File: config.mk
export PLATFORM = sky130hd
export DESIGN_NAME = rhd_link_top
export DESIGN_NICKNAME = d
export VERILOG_FILES = /design/src/logic/rhd_pkg.sv /design/src/logic/cmd_parser.sv /design/src/logic/rhd_ctrl.sv /design/src/logic/rhd_link_top.sv /design/src/logic/rsp_tx.sv /design/src/logic/spi_master.sv
export SDC_FILE = /design/constraint.sdc
export NUM_CORES = 1
export LEC_CHECK = 0
export BUFFER_PORTS_ARGS = -buffer_cell sky130_fd_sc_hd__buf_2
export CORE_MARGIN = 8
export CORE_UTILIZATION = 45
export CTS_CLUSTER_DIAMETER = 30
export DETAILED_ROUTE_END_ITERATION = 16
export GPL_TIMING_DRIVEN = 0
export PLACE_DENSITY = 0.67
export SYNTH_ARGS = -nofsm -noshare
export SYNTH_HDL_FRONTEND = slang
export SYNTH_SLANG_ARGS = --single-unit
File: constraint.sdc
create_clock -name clk_125m -period 5.9 [get_ports clk_125m]
set_input_delay 1.18 -clock clk_125m [delete_from_list [all_inputs] [get_ports clk_125m]]
set_output_delay 1.18 -clock clk_125m [all_outputs]
set_load 0.05 [all_outputs]
File: src/logic/rhd_pkg.sv
// rhd link shared types: opcodes, controller states, frame and byte structs

package rhd_pkg;

  ////////////////////////////////////////////////////////////////////////////
  // constants
  ////////////////////////////////////////////////////////////////////////////

  localparam int FRAME_BYTES = 3;   // command and response frame length
  localparam int ID_REG      = 63;  // read-only id register, used for dummies

  ////////////////////////////////////////////////////////////////////////////
  // enums
  ////////////////////////////////////////////////////////////////////////////

  typedef enum logic [7:0] {
    OP_WRITE   = 8'h01,
    OP_READ    = 8'h02,
    OP_CONVERT = 8'h03
  } op_e;

  typedef enum logic [2:0] {
    S_IDLE,   // waiting for a command frame
    S_CMD,    // command word on the wire
    S_DUMMY1, // first id read
    S_DUMMY2, // second id read, carries the result
    S_RESP    // response held for the transmitter
  } ctrl_state_e;

  ////////////////////////////////////////////////////////////////////////////
  // frame structs
  ////////////////////////////////////////////////////////////////////////////

  typedef struct packed {
    logic [7:0] op;   // raw opcode byte, may be invalid
    logic [7:0] arg;  // register address or channel
    logic [7:0] data;
  } cmd_t;

  typedef struct packed {
    logic [7:0]  status; // echoed opcode, bit 7 flags an error
    logic [15:0] result;
  } rsp_t;

  typedef struct packed {
    logic [7:0] dat;
    logic       val;
  } byte_beat_t;

endpackage

File: src/logic/cmd_parser.sv
// command parser: collects stream bytes into frames and hands out rx credits
`timescale 1ns/1ps

module cmd_parser
  import rhd_pkg::*;
(
  input  logic       clk_125m,
  input  logic       arst_n,
  input  byte_beat_t rx,
  input  logic       cmd_ready,
  output cmd_t       cmd,
  output logic       cmd_valid,
  output logic       rx_credit
);

  localparam int CW = $clog2(FRAME_BYTES + 1);

  logic [1:0]    byte_cnt;
  logic [CW-1:0] pend_cnt; // credits still to be pulsed out
  logic [CW-1:0] out_cnt;  // credits granted and not yet used
  logic          accept;

  assign accept = cmd_valid && cmd_ready;

  // frame shift register, first byte ends up in op
  always_ff @(posedge clk_125m) begin
    if (rx.val) cmd <= cmd_t'({cmd[15:0], rx.dat});
  end

  always_ff @(posedge clk_125m or negedge arst_n) begin
    if (!arst_n) begin
      byte_cnt  <= '0;
      cmd_valid <= 1'b0;
      pend_cnt  <= CW'(FRAME_BYTES); // initial window
      out_cnt   <= '0;
      rx_credit <= 1'b0;
    end else begin
      if (rx.val) begin
        if (byte_cnt == 2'(FRAME_BYTES - 1)) begin
          byte_cnt  <= '0;
          cmd_valid <= 1'b1;
        end else begin
          byte_cnt <= byte_cnt + 1'b1;
        end
      end else if (accept) begin
        cmd_valid <= 1'b0;
      end

      // one credit pulse per cycle, refill on accept
      rx_credit <= (pend_cnt != '0);
      if (accept) pend_cnt <= CW'(FRAME_BYTES);
      else if (pend_cnt != '0) pend_cnt <= pend_cnt - 1'b1;

      if (rx_credit && !rx.val) out_cnt <= out_cnt + 1'b1;
      else if (!rx_credit && rx.val) out_cnt <= out_cnt - 1'b1;
    end
  end

  // sender must stay inside the granted window
  a_rx_in_window: assert property (@(posedge clk_125m) disable iff (!arst_n)
    rx.val |-> out_cnt != '0)
    else $error("rx byte without outstanding credit");

endmodule

File: src/logic/rhd_ctrl.sv
// command controller that runs each command as spi words and builds the response
`timescale 1ns/1ps

module rhd_ctrl
  import rhd_pkg::*;
(
  input  logic        clk_125m,
  input  logic        arst_n,
  input  cmd_t        cmd,
  input  logic        cmd_valid,
  output logic        cmd_ready,
  output logic [15:0] spi_word,
  output logic        spi_start,
  input  logic [15:0] spi_rdata,
  input  logic        spi_done,
  output rsp_t        rsp,
  output logic        rsp_valid,
  input  logic        rsp_ready
);

  localparam logic [15:0] DUMMY_WORD = {2'b11, 6'(ID_REG), 8'h00}; // id register read

  ctrl_state_e state;
  logic        cmd_ok;   // known opcode and argument in range
  logic [15:0] cmd_word;
  logic        spi_busy; // a word is on the wire

  assign cmd_ready  = (state == S_IDLE);
  assign rsp_valid  = (state == S_RESP);

  ////////////////////////////////////////////////////////////////////////////
  // decode
  ////////////////////////////////////////////////////////////////////////////

  always_comb begin
    cmd_ok   = (cmd.arg <= 8'(ID_REG));
    cmd_word = '0;
    case (cmd.op)
      OP_WRITE:   cmd_word = {2'b10, cmd.arg[5:0], cmd.data};
      OP_READ:    cmd_word = {2'b11, cmd.arg[5:0], 8'h00};
      OP_CONVERT: cmd_word = {2'b00, cmd.arg[5:0], 8'h00};
      default:    cmd_ok   = 1'b0;
    endcase
  end

  ////////////////////////////////////////////////////////////////////////////
  // fsm
  ////////////////////////////////////////////////////////////////////////////

  always_ff @(posedge clk_125m or negedge arst_n) begin
    if (!arst_n) begin
      state     <= S_IDLE;
      spi_start <= 1'b0;
    end else begin
      spi_start <= 1'b0;
      case (state)
        S_IDLE: if (cmd_valid) begin
          if (cmd_ok) begin
            spi_start <= 1'b1;
            state     <= S_CMD;
          end else begin
            state <= S_RESP; // no spi traffic for errors
          end
        end
        S_CMD: if (spi_done) begin
          spi_start <= 1'b1;
          state     <= S_DUMMY1;
        end
        S_DUMMY1: if (spi_done) begin
          spi_start <= 1'b1;
          state     <= S_DUMMY2;
        end
        S_DUMMY2: if (spi_done) state <= S_RESP;
        S_RESP:   if (rsp_ready) state <= S_IDLE;
        default:  state <= S_IDLE;
      endcase
    end
  end

  // word and response payload
  always_ff @(posedge clk_125m) begin
    if (state == S_IDLE && cmd_valid) begin
      spi_word   <= cmd_ok ? cmd_word : spi_word;
      rsp.status <= cmd_ok ? cmd.op : {1'b1, cmd.op[6:0]};
      rsp.result <= '0;
    end else if (spi_done && (state == S_CMD || state == S_DUMMY1)) begin
      spi_word <= DUMMY_WORD;
    end else if (spi_done && state == S_DUMMY2) begin
      rsp.result <= spi_rdata; // result of the command word
    end
  end

  always_ff @(posedge clk_125m or negedge arst_n) begin
    if (!arst_n) spi_busy <= 1'b0;
    else if (spi_start) spi_busy <= 1'b1;
    else if (spi_done) spi_busy <= 1'b0;
  end

  // one word at a time between start and done
  a_spi_one_word: assert property (@(posedge clk_125m) disable iff (!arst_n)
    spi_start |-> !spi_busy)
    else $error("spi_start while a word is outstanding");

endmodule

File: src/logic/rhd_link_top.sv
// rhd link top: command stream in, spi to the amplifier, response stream out
`timescale 1ns/1ps

module rhd_link_top
  import rhd_pkg::*;
#(
  parameter int CLK_DIV       = 4,
  parameter int TX_CREDIT_MAX = 16
) (
  input  logic       clk_125m,
  input  logic       arst_n,
  input  byte_beat_t rx,        // from the tcp stack
  output logic       rx_credit,
  output byte_beat_t tx,        // to the tcp stack
  input  logic       tx_credit,
  output logic       cs_n,
  output logic       sclk,
  output logic       mosi,
  input  logic       miso
);

  cmd_t        cmd;
  logic        cmd_valid, cmd_ready;
  logic [15:0] spi_word, spi_rdata;
  logic        spi_start, spi_done;
  rsp_t        rsp;
  logic        rsp_valid, rsp_ready;

  ////////////////////////////////////////////////////////////////////////////
  // receive side
  ////////////////////////////////////////////////////////////////////////////

  cmd_parser parser0 (
    .clk_125m, .arst_n,
    .rx        (rx),
    .cmd_ready (cmd_ready),
    .cmd       (cmd),
    .cmd_valid (cmd_valid),
    .rx_credit (rx_credit)
  );

  rhd_ctrl ctrl0 (
    .clk_125m, .arst_n,
    .cmd, .cmd_valid, .cmd_ready,
    .spi_word, .spi_start, .spi_rdata, .spi_done,
    .rsp, .rsp_valid, .rsp_ready
  );

  ////////////////////////////////////////////////////////////////////////////
  // amplifier and transmit side
  ////////////////////////////////////////////////////////////////////////////

  spi_master #(.CLK_DIV(CLK_DIV)) spi0 (
    .clk_125m, .arst_n,
    .spi_word, .spi_start, .spi_rdata, .spi_done,
    .cs_n, .sclk, .mosi, .miso
  );

  rsp_tx #(.TX_CREDIT_MAX(TX_CREDIT_MAX)) tx0 (
    .clk_125m, .arst_n,
    .rsp, .rsp_valid, .rsp_ready,
    .tx_credit (tx_credit),
    .tx        (tx)
  );

endmodule

File: src/logic/rsp_tx.sv
// response transmitter: sends response frames byte by byte against tx credits
`timescale 1ns/1ps

module rsp_tx
  import rhd_pkg::*;
#(
  parameter int TX_CREDIT_MAX = 16
) (
  input  logic       clk_125m,
  input  logic       arst_n,
  input  rsp_t       rsp,
  input  logic       rsp_valid,
  output logic       rsp_ready,
  input  logic       tx_credit,
  output byte_beat_t tx
);

  localparam int CW = $clog2(TX_CREDIT_MAX + 1);

  rsp_t          frame;
  logic          full;
  logic [1:0]    idx;      // next byte, status first
  logic [CW-1:0] cred_cnt;
  logic          emit;

  assign rsp_ready = !full;
  assign emit      = full && (cred_cnt != '0);

  always_comb begin
    tx.val = emit;
    tx.dat = frame[8 * (FRAME_BYTES - 1 - idx) +: 8];
  end

  always_ff @(posedge clk_125m) begin
    if (rsp_valid && rsp_ready) frame <= rsp;
  end

  always_ff @(posedge clk_125m or negedge arst_n) begin
    if (!arst_n) begin
      full     <= 1'b0;
      idx      <= '0;
      cred_cnt <= '0;
    end else begin
      if (rsp_valid && rsp_ready) begin
        full <= 1'b1;
        idx  <= '0;
      end else if (emit) begin
        if (idx == 2'(FRAME_BYTES - 1)) full <= 1'b0;
        idx <= idx + 1'b1;
      end

      // saturating credit count
      if (tx_credit && !emit && cred_cnt != CW'(TX_CREDIT_MAX)) cred_cnt <= cred_cnt + 1'b1;
      else if (emit && !tx_credit) cred_cnt <= cred_cnt - 1'b1;
    end
  end

  // a byte spends a credit held from an earlier cycle
  a_tx_credit: assert property (@(posedge clk_125m) disable iff (!arst_n)
    tx.val |-> ($past(cred_cnt) != '0) || $past(tx_credit))
    else $error("tx byte without credit");

endmodule

File: src/logic/spi_master.sv
// spi master: 16-bit mode 0 word transfers with clock divider and cs_n gap
`timescale 1ns/1ps

module spi_master #(
  parameter int CLK_DIV = 4  // system cycles per sclk half period
) (
  input  logic        clk_125m,
  input  logic        arst_n,
  input  logic [15:0] spi_word,
  input  logic        spi_start,
  output logic [15:0] spi_rdata,
  output logic        spi_done,
  output logic        cs_n,
  output logic        sclk,
  output logic        mosi,
  input  logic        miso
);

  localparam int DIV_W = $clog2(2 * CLK_DIV);

  typedef enum logic [1:0] {SPI_IDLE, SPI_SHIFT, SPI_GAP} spi_state_e;

  spi_state_e       state;
  logic [DIV_W-1:0] div_cnt;
  logic [3:0]       bit_cnt;
  logic             start_pend; // start seen during the cs_n gap
  logic [15:0]      tx_sh;
  logic [15:0]      rx_sh;
  logic             half_end;

  assign half_end = (state == SPI_SHIFT) && (div_cnt == DIV_W'(CLK_DIV - 1));
  assign mosi     = tx_sh[15]; // msb first

  always_ff @(posedge clk_125m or negedge arst_n) begin
    if (!arst_n) begin
      state      <= SPI_IDLE;
      div_cnt    <= '0;
      bit_cnt    <= '0;
      start_pend <= 1'b0;
      cs_n       <= 1'b1;
      sclk       <= 1'b0;
      spi_done   <= 1'b0;
    end else begin
      spi_done <= 1'b0;
      case (state)
        SPI_IDLE: if (spi_start) begin
          state   <= SPI_SHIFT;
          cs_n    <= 1'b0;
          div_cnt <= '0;
          bit_cnt <= '0;
        end
        SPI_SHIFT: begin
          if (half_end) begin
            div_cnt <= '0;
            sclk    <= ~sclk;
            if (sclk) begin // falling edge closes a bit
              bit_cnt <= bit_cnt + 1'b1;
              if (bit_cnt == 4'd15) begin
                state <= SPI_GAP;
                cs_n  <= 1'b1;
              end
            end
          end else begin
            div_cnt <= div_cnt + 1'b1;
          end
        end
        SPI_GAP: begin
          if (div_cnt == '0) spi_done <= 1'b1;
          if (spi_start) start_pend <= 1'b1;
          if (div_cnt == DIV_W'(2 * CLK_DIV - 1)) begin
            div_cnt <= '0;
            if (start_pend || spi_start) begin
              state      <= SPI_SHIFT;
              cs_n       <= 1'b0;
              bit_cnt    <= '0;
              start_pend <= 1'b0;
            end else begin
              state <= SPI_IDLE;
            end
          end else begin
            div_cnt <= div_cnt + 1'b1;
          end
        end
        default: state <= SPI_IDLE;
      endcase
    end
  end

  // shift on falling, sample on rising
  always_ff @(posedge clk_125m) begin
    if (spi_start) tx_sh <= spi_word;
    else if (half_end && sclk) tx_sh <= {tx_sh[14:0], 1'b0};
    if (half_end && !sclk) rx_sh <= {rx_sh[14:0], miso};
    if (state == SPI_GAP && div_cnt == '0) spi_rdata <= rx_sh;
  end

  a_sclk_in_frame: assert property (@(posedge clk_125m) disable iff (!arst_n)
    !$stable(sclk) |-> $past(!cs_n))
    else $error("sclk toggled with cs_n high");

endmodule

After elaboration in Yosys (flattened, before gate mapping):

Cells that the tools add are included.

* bits in registers: 167
* bits in latches: 0
* memory bits (writable): 0
* ROM bits: 0
* bits of input ports: 13
* output and inout port bits: 13
* logic and storage cells: 171
* memories: 0

* add/sub/neg operators: 8
* multiply operators: 0
* div/mod/pow operators: 0
* $lt $le $gt $ge: 1
* equality and inequality tests: 28
* shift operators: 1
* mux-type cells: 60
* bitwise gates (word level): 2
* reductions and logical operators: 43

Operators by type and width (count)
* two-way mux 16 bit: 5
* case mux 16 bit (3 select lines): 1
* variable part select 24 x 33 -> 8 bit: 1
* two-way mux 3 bit: 9
* two-way mux 1 bit: 22
* two-way mux 2 bit: 10
* two-way mux 4 bit: 5
* inequality test 2 x 1 -> 1 bit, second input constant: 10
* equality test 8 x 2 -> 1 bit, second input constant: 2
* nonzero test 2 bit: 8
* case mux 3 bit (5 select lines): 1
* logical AND 1 bit: 12
* case mux 4 bit (3 select lines): 1
* AND reduction 2 bit: 6
* two-way mux 5 bit: 2
* AND reduction 5 bit: 2
* equality test 3 x 2 -> 1 bit, second input constant: 3
* case mux 3 bit (3 select lines): 1
* equality test 8 x 1 -> 1 bit, second input constant: 1
* less-or-equal comparator 8 x 6 -> 1 bit, second input constant: 1
* AND reduction 7 bit: 1
* equality test 2 bit, second input constant: 3
* equality test 3 bit, second input constant: 2
* logical NOT 3 bit: 2
* other kinds (24): 32

Logic depth before layout (Yosys ltp):

* depth after elaboration: 6
* depth in mapped cells: 8
* depth with buffers taken out: 7

Cells and area by module:

Synthesis repeated with hierarchy kept, for this count alone.

* cell total of the unflattened synthesis: 460
* area, all modules: 6621.4 µm²

By module, submodules not included
* spi_master: times used 1, cells an instance 150, area an instance 2413.6 µm², sequential area each 1767.9 µm²
* rhd_ctrl: times used 1, cells an instance 149, area an instance 1730.4 µm², sequential area each 1141.1 µm²
* rsp_tx: times used 1, cells an instance 114, area an instance 1497.7 µm², sequential area each 920.9 µm²
* cmd_parser: times used 1, cells an instance 47, area an instance 979.7 µm², sequential area each 873.3 µm²

Least setup slack after synthesis:

No wires, ideal clock.

* path kind: register to output
* from: register tx0.idx[0]
* to: output tx[1] in the netlist's numbering
* arrival time: 2.512 ns
* required time: 4.720 ns
* path slack: 2.208 ns
* stages on the path, launching flop included: 9
* buffers on the path: 3
* cell sequence: dfrtp_1 buf_1 inv_1 ha_1 clkbuf_1 nor2b_1 clkbuf_1 a21oi_1 nor2_1

RTL lines
* from (decl): RTL line rsp_tx.sv:22 `logic [1:0] idx;`
* from (signal assigned): RTL line rsp_tx.sv:49 `idx <= idx + 1'b1;`
* to (decl): RTL line rhd_link_top.sv:14 `output byte_beat_t tx,`

==> results.md <==
- TritonCTS clock tree: built
- DRT antenna net count: 0
- Layout area overhead: 14.5%
- Mean Syn Cell Area: 14.2 sq um
- Number of global-route vias before repair: 3802
- GRT overflow: 0
- Worst-path maximum fanout: 10
- Die H: approximately 140 um
- Starting DRC count in detailed routing: around 240
- Peak supply drop: ~0.24 mV
- Setup Slack @ Placement: 2090 ps
- # Max-Cap Violations: 0
- Largest family of logic cells by synthesized area: simple AND/OR/NAND/NOR gates
- Die area: 18900 sq um
- Reg2reg setup slack: a little over 3000 ps
- Worst min path class: reg -> reg
- CTS clk-pin slew, worst paths: ~60 ps
- Core ar.: 14500 sq um
- Ys Warns: 0
- Hold_buf cts: 0
- Post-CTS setup buffer count: 0
- Cell count after synthesis: 469
- Total power density per cell area: 468 nW/um^2
- Largest net degree at the start of global routing: 32
- RR Endpoint: ctrl0.spi_word[0]
- RSZ-0062 raised after global routing: false
- Crit path largest cell delay: 500 ps
- Row count: between 40 and 50
- Yosys top cell by area: edfxtp_1
- DRC: 0
- Drt pass-1 iters: 4
- WL/cell: about 15 um
- Cell area after layout: ~7600 sq um
- Most common cell in the synthesized netlist: edfxtp_1
- Slew @ Worst Pin: approximately 940 ps
- Flops & latches, synth: between 150 and 200
- Complex-gate fraction of the synthesized area: around 8.5%
- Primary FF master, synth: edfxtp_1
- GRT Overall Usage: ~13%
- Min-Delay Endpoint: tx0.frame[17]
- Worst path arrival time: roughly 3100 ps
- Number of port buffers: 24
- Placed Area: roughly 7000 sq um
- Ys async rst share: 18.6%
- DR vias/cell: about 5.2
- Critical Path End Type: output port
- Final Skew: between 7 and 8 ps
- CTS sink cnt: between 150 and 200
- Hold path cells: 0
- Area contributors post-synth: edfxtp_1 54%, dfrtp_1 11%, dfxtp_1 4.8%
- Post-CTS sizing: 0
- Fmax: roughly 230 MHz
- Slowest cell on the critical path: buf_1
- Outcome: completed
- Final nets: 543
- Seq/Total Area, Yosys: a little over two thirds
- Syn nets: 499
- Crit-path leading delay family: buffers and inverters
- Antenna cell count: 0
- Crit path kind: reg -> out
- Cell Area, Synth: about 6700 sq um
- Setup TNS Final: 0 ps
- Post-synth top cells: 120 x edfxtp_1, 46 x nand2_1, 35 x a21oi_1
- CP Cell Sequence: buf_1, inv_1, ha_1, clkbuf_1, nor2b_1, clkbuf_1, a21oi_1, nor2_1, buf_2
- Antenna violations before repair: 0
- Clock root buffer master: clkbuf_16
- H-tree depth: 4
- Post-synthesis xor/xnor area fraction: 1.05%
- Slew margin rel.: about 37%
- Worst EP required: around 4700 ps
- GPL Wtd Cong: a little over 0.8
- Final count of negative-setup-slack endpoints: 0
- First-pass GRT wire length: 18500 um
- Hold WS: between 400 and 500 ps
- Fin crit share: 72.3%
- Synth Area in Simple Gates: a little under a tenth
- Clock latency at the later pin of the worst-skew pair: about 420 ps
- CP Launch Type: flop
- Worst R2R Start: ctrl0.state[1]
- WL final: 10900 um
- Reg2Reg Depth: 8
- Final Hold Viols: 0
- Via count: ~3700
- Synth Area in Adders: about 3.3%
- CP Buf/Inv Count: 5
- HP Start: ctrl0.rsp[17]
- Multiplexer share of the synthesized area: just under 5%
- Yosys top cell area share: 54.1%
- Max Slew Vio Count: 0
- EDFF count, synth: 120
- Most used cell along the critical path: clkbuf_1
- CTS max path bufs: 2
- CTS Buf Count: 17
- Yosys cell types: 59
- Min setup slack post-route: 1630 ps
- LEAKAGE: ~2.9 nW
- Initial core utilization: a little under half
- Boundary Pins: 26
- DIE WIDTH: 138 um
- Min Tclk post-route: about 4300 ps
- DP Wirelength: roughly 7500 um
- Fraction of layout cells with a size suffix above 1: between 10% and 20%
-- routing by layer --
| layer | track usage (%) | share of wire [%] | vias up |
|---|---|---|---|
| li1 | - | - | 1803 |
| met3 | 3.57 | 3.6 | 15 |
| met5 | 0 | 0 | - |
| met1 | 15.6 | 47 | 1788 |
| met4 | 5.79 | 1.9 | 0 |
| met2 | 20.3 | 48 | 58 |
-- sequential cells by signal, summed over array words and instances (netlist names), 3 cells and up --
register	flops
tx0.frame	24
parser0.cmd	24
ctrl0.rsp	24
spi0.rx_sh	16
spi0.bit_cnt	4
ctrl0.spi_word	16
tx0.cred_cnt	5
spi0.tx_sh	16
ctrl0.state	3
spi0.spi_rdata	16
spi0.div_cnt	3
-- kinds of logic (layout without fill, tap and decap cells) --
kind of cell / Yosys count / count (layout)
mux: 30 / 30
fa+ha+maj: 17 / 17
buf+inv: 39 / 96
flops: 167 / 167
compound gates: 85 / 85
simple gates: 123 / 123
xor+xnor: 8 / 8
-- worst max path at each step --
stage	from	endpoint	cells after the start
2_1_floorplan	tx0.idx[0]	tx[1]	8
3_3_place_gp	ctrl0.state[1]	ctrl0.spi_word[4]	7
3_5_place_dp	tx0.idx[0]	tx[5]	9
4_1_cts	tx0.idx[0]	tx[5]	9
5_1_grt	tx0.idx[0]	tx[8]	9
6_report	tx0.idx[0]	tx[5]	9
-- cell usage in the layout (no fill, tap or decap), types with 2 or more instances in the layout --
cell        instances
a21o_1             10
a21oi_1            35
a31oi_1             3
and2_1             10
and3_1              3
buf_1               3
buf_2              31
buf_4               2
clkbuf_1           10
clkbuf_16          20
clkinv_2            3
clkinvlp_4          2
dfrtp_1            28
dfstp_2             3
dfxtp_1            16
edfxtp_1          120
ha_1               16
inv_1              18
inv_2               2
inv_6               2
mux2_2             18
mux2i_1            12
nand2_1            46
nand2b_1            4
nand3_1            12
nand3b_1            3
nor2_1             25
nor2b_1             9
o211ai_1            3
o21ai_0             9
o22a_1              2
o31ai_1             4
o41ai_1             2
xnor2_1             3
xor2_1              5
-- metrics by stage --
step                      util [%]  power [mW]  instances
after global placement        48.4        2.46        677
after CTS                     52.6        3.59        710
after detailed placement      48.5        2.49        678
final                         52.6        3.56        710
after floorplan                  -        2.26        469
after global routing          52.6        3.75        710
-- where the power goes --
group | switching, mW | internal, mW | total (mW) | leakage, nW
registers | 0.0977 | 1.40 | 1.49 | 1.64
clock network | 0.433 | 0.657 | 1.09 | 0.290
logic | 0.646 | 0.334 | 0.980 | 0.938
-- layout make-up --
cell class | count | area, sq um
Buffer | 19 | 91.3
Clock buffer | 23 | 512
Clock inverter | 9 | 83.8
Fill cell | 1201 | 6860
Inverter | 20 | 75.1
Multi-Input combinational cell | 263 | 1800
Sequential cell | 167 | 4700
Tap cell | 184 | 230
Timing Repair Buffer | 25 | 128
(Power assumes the default switching activity.)
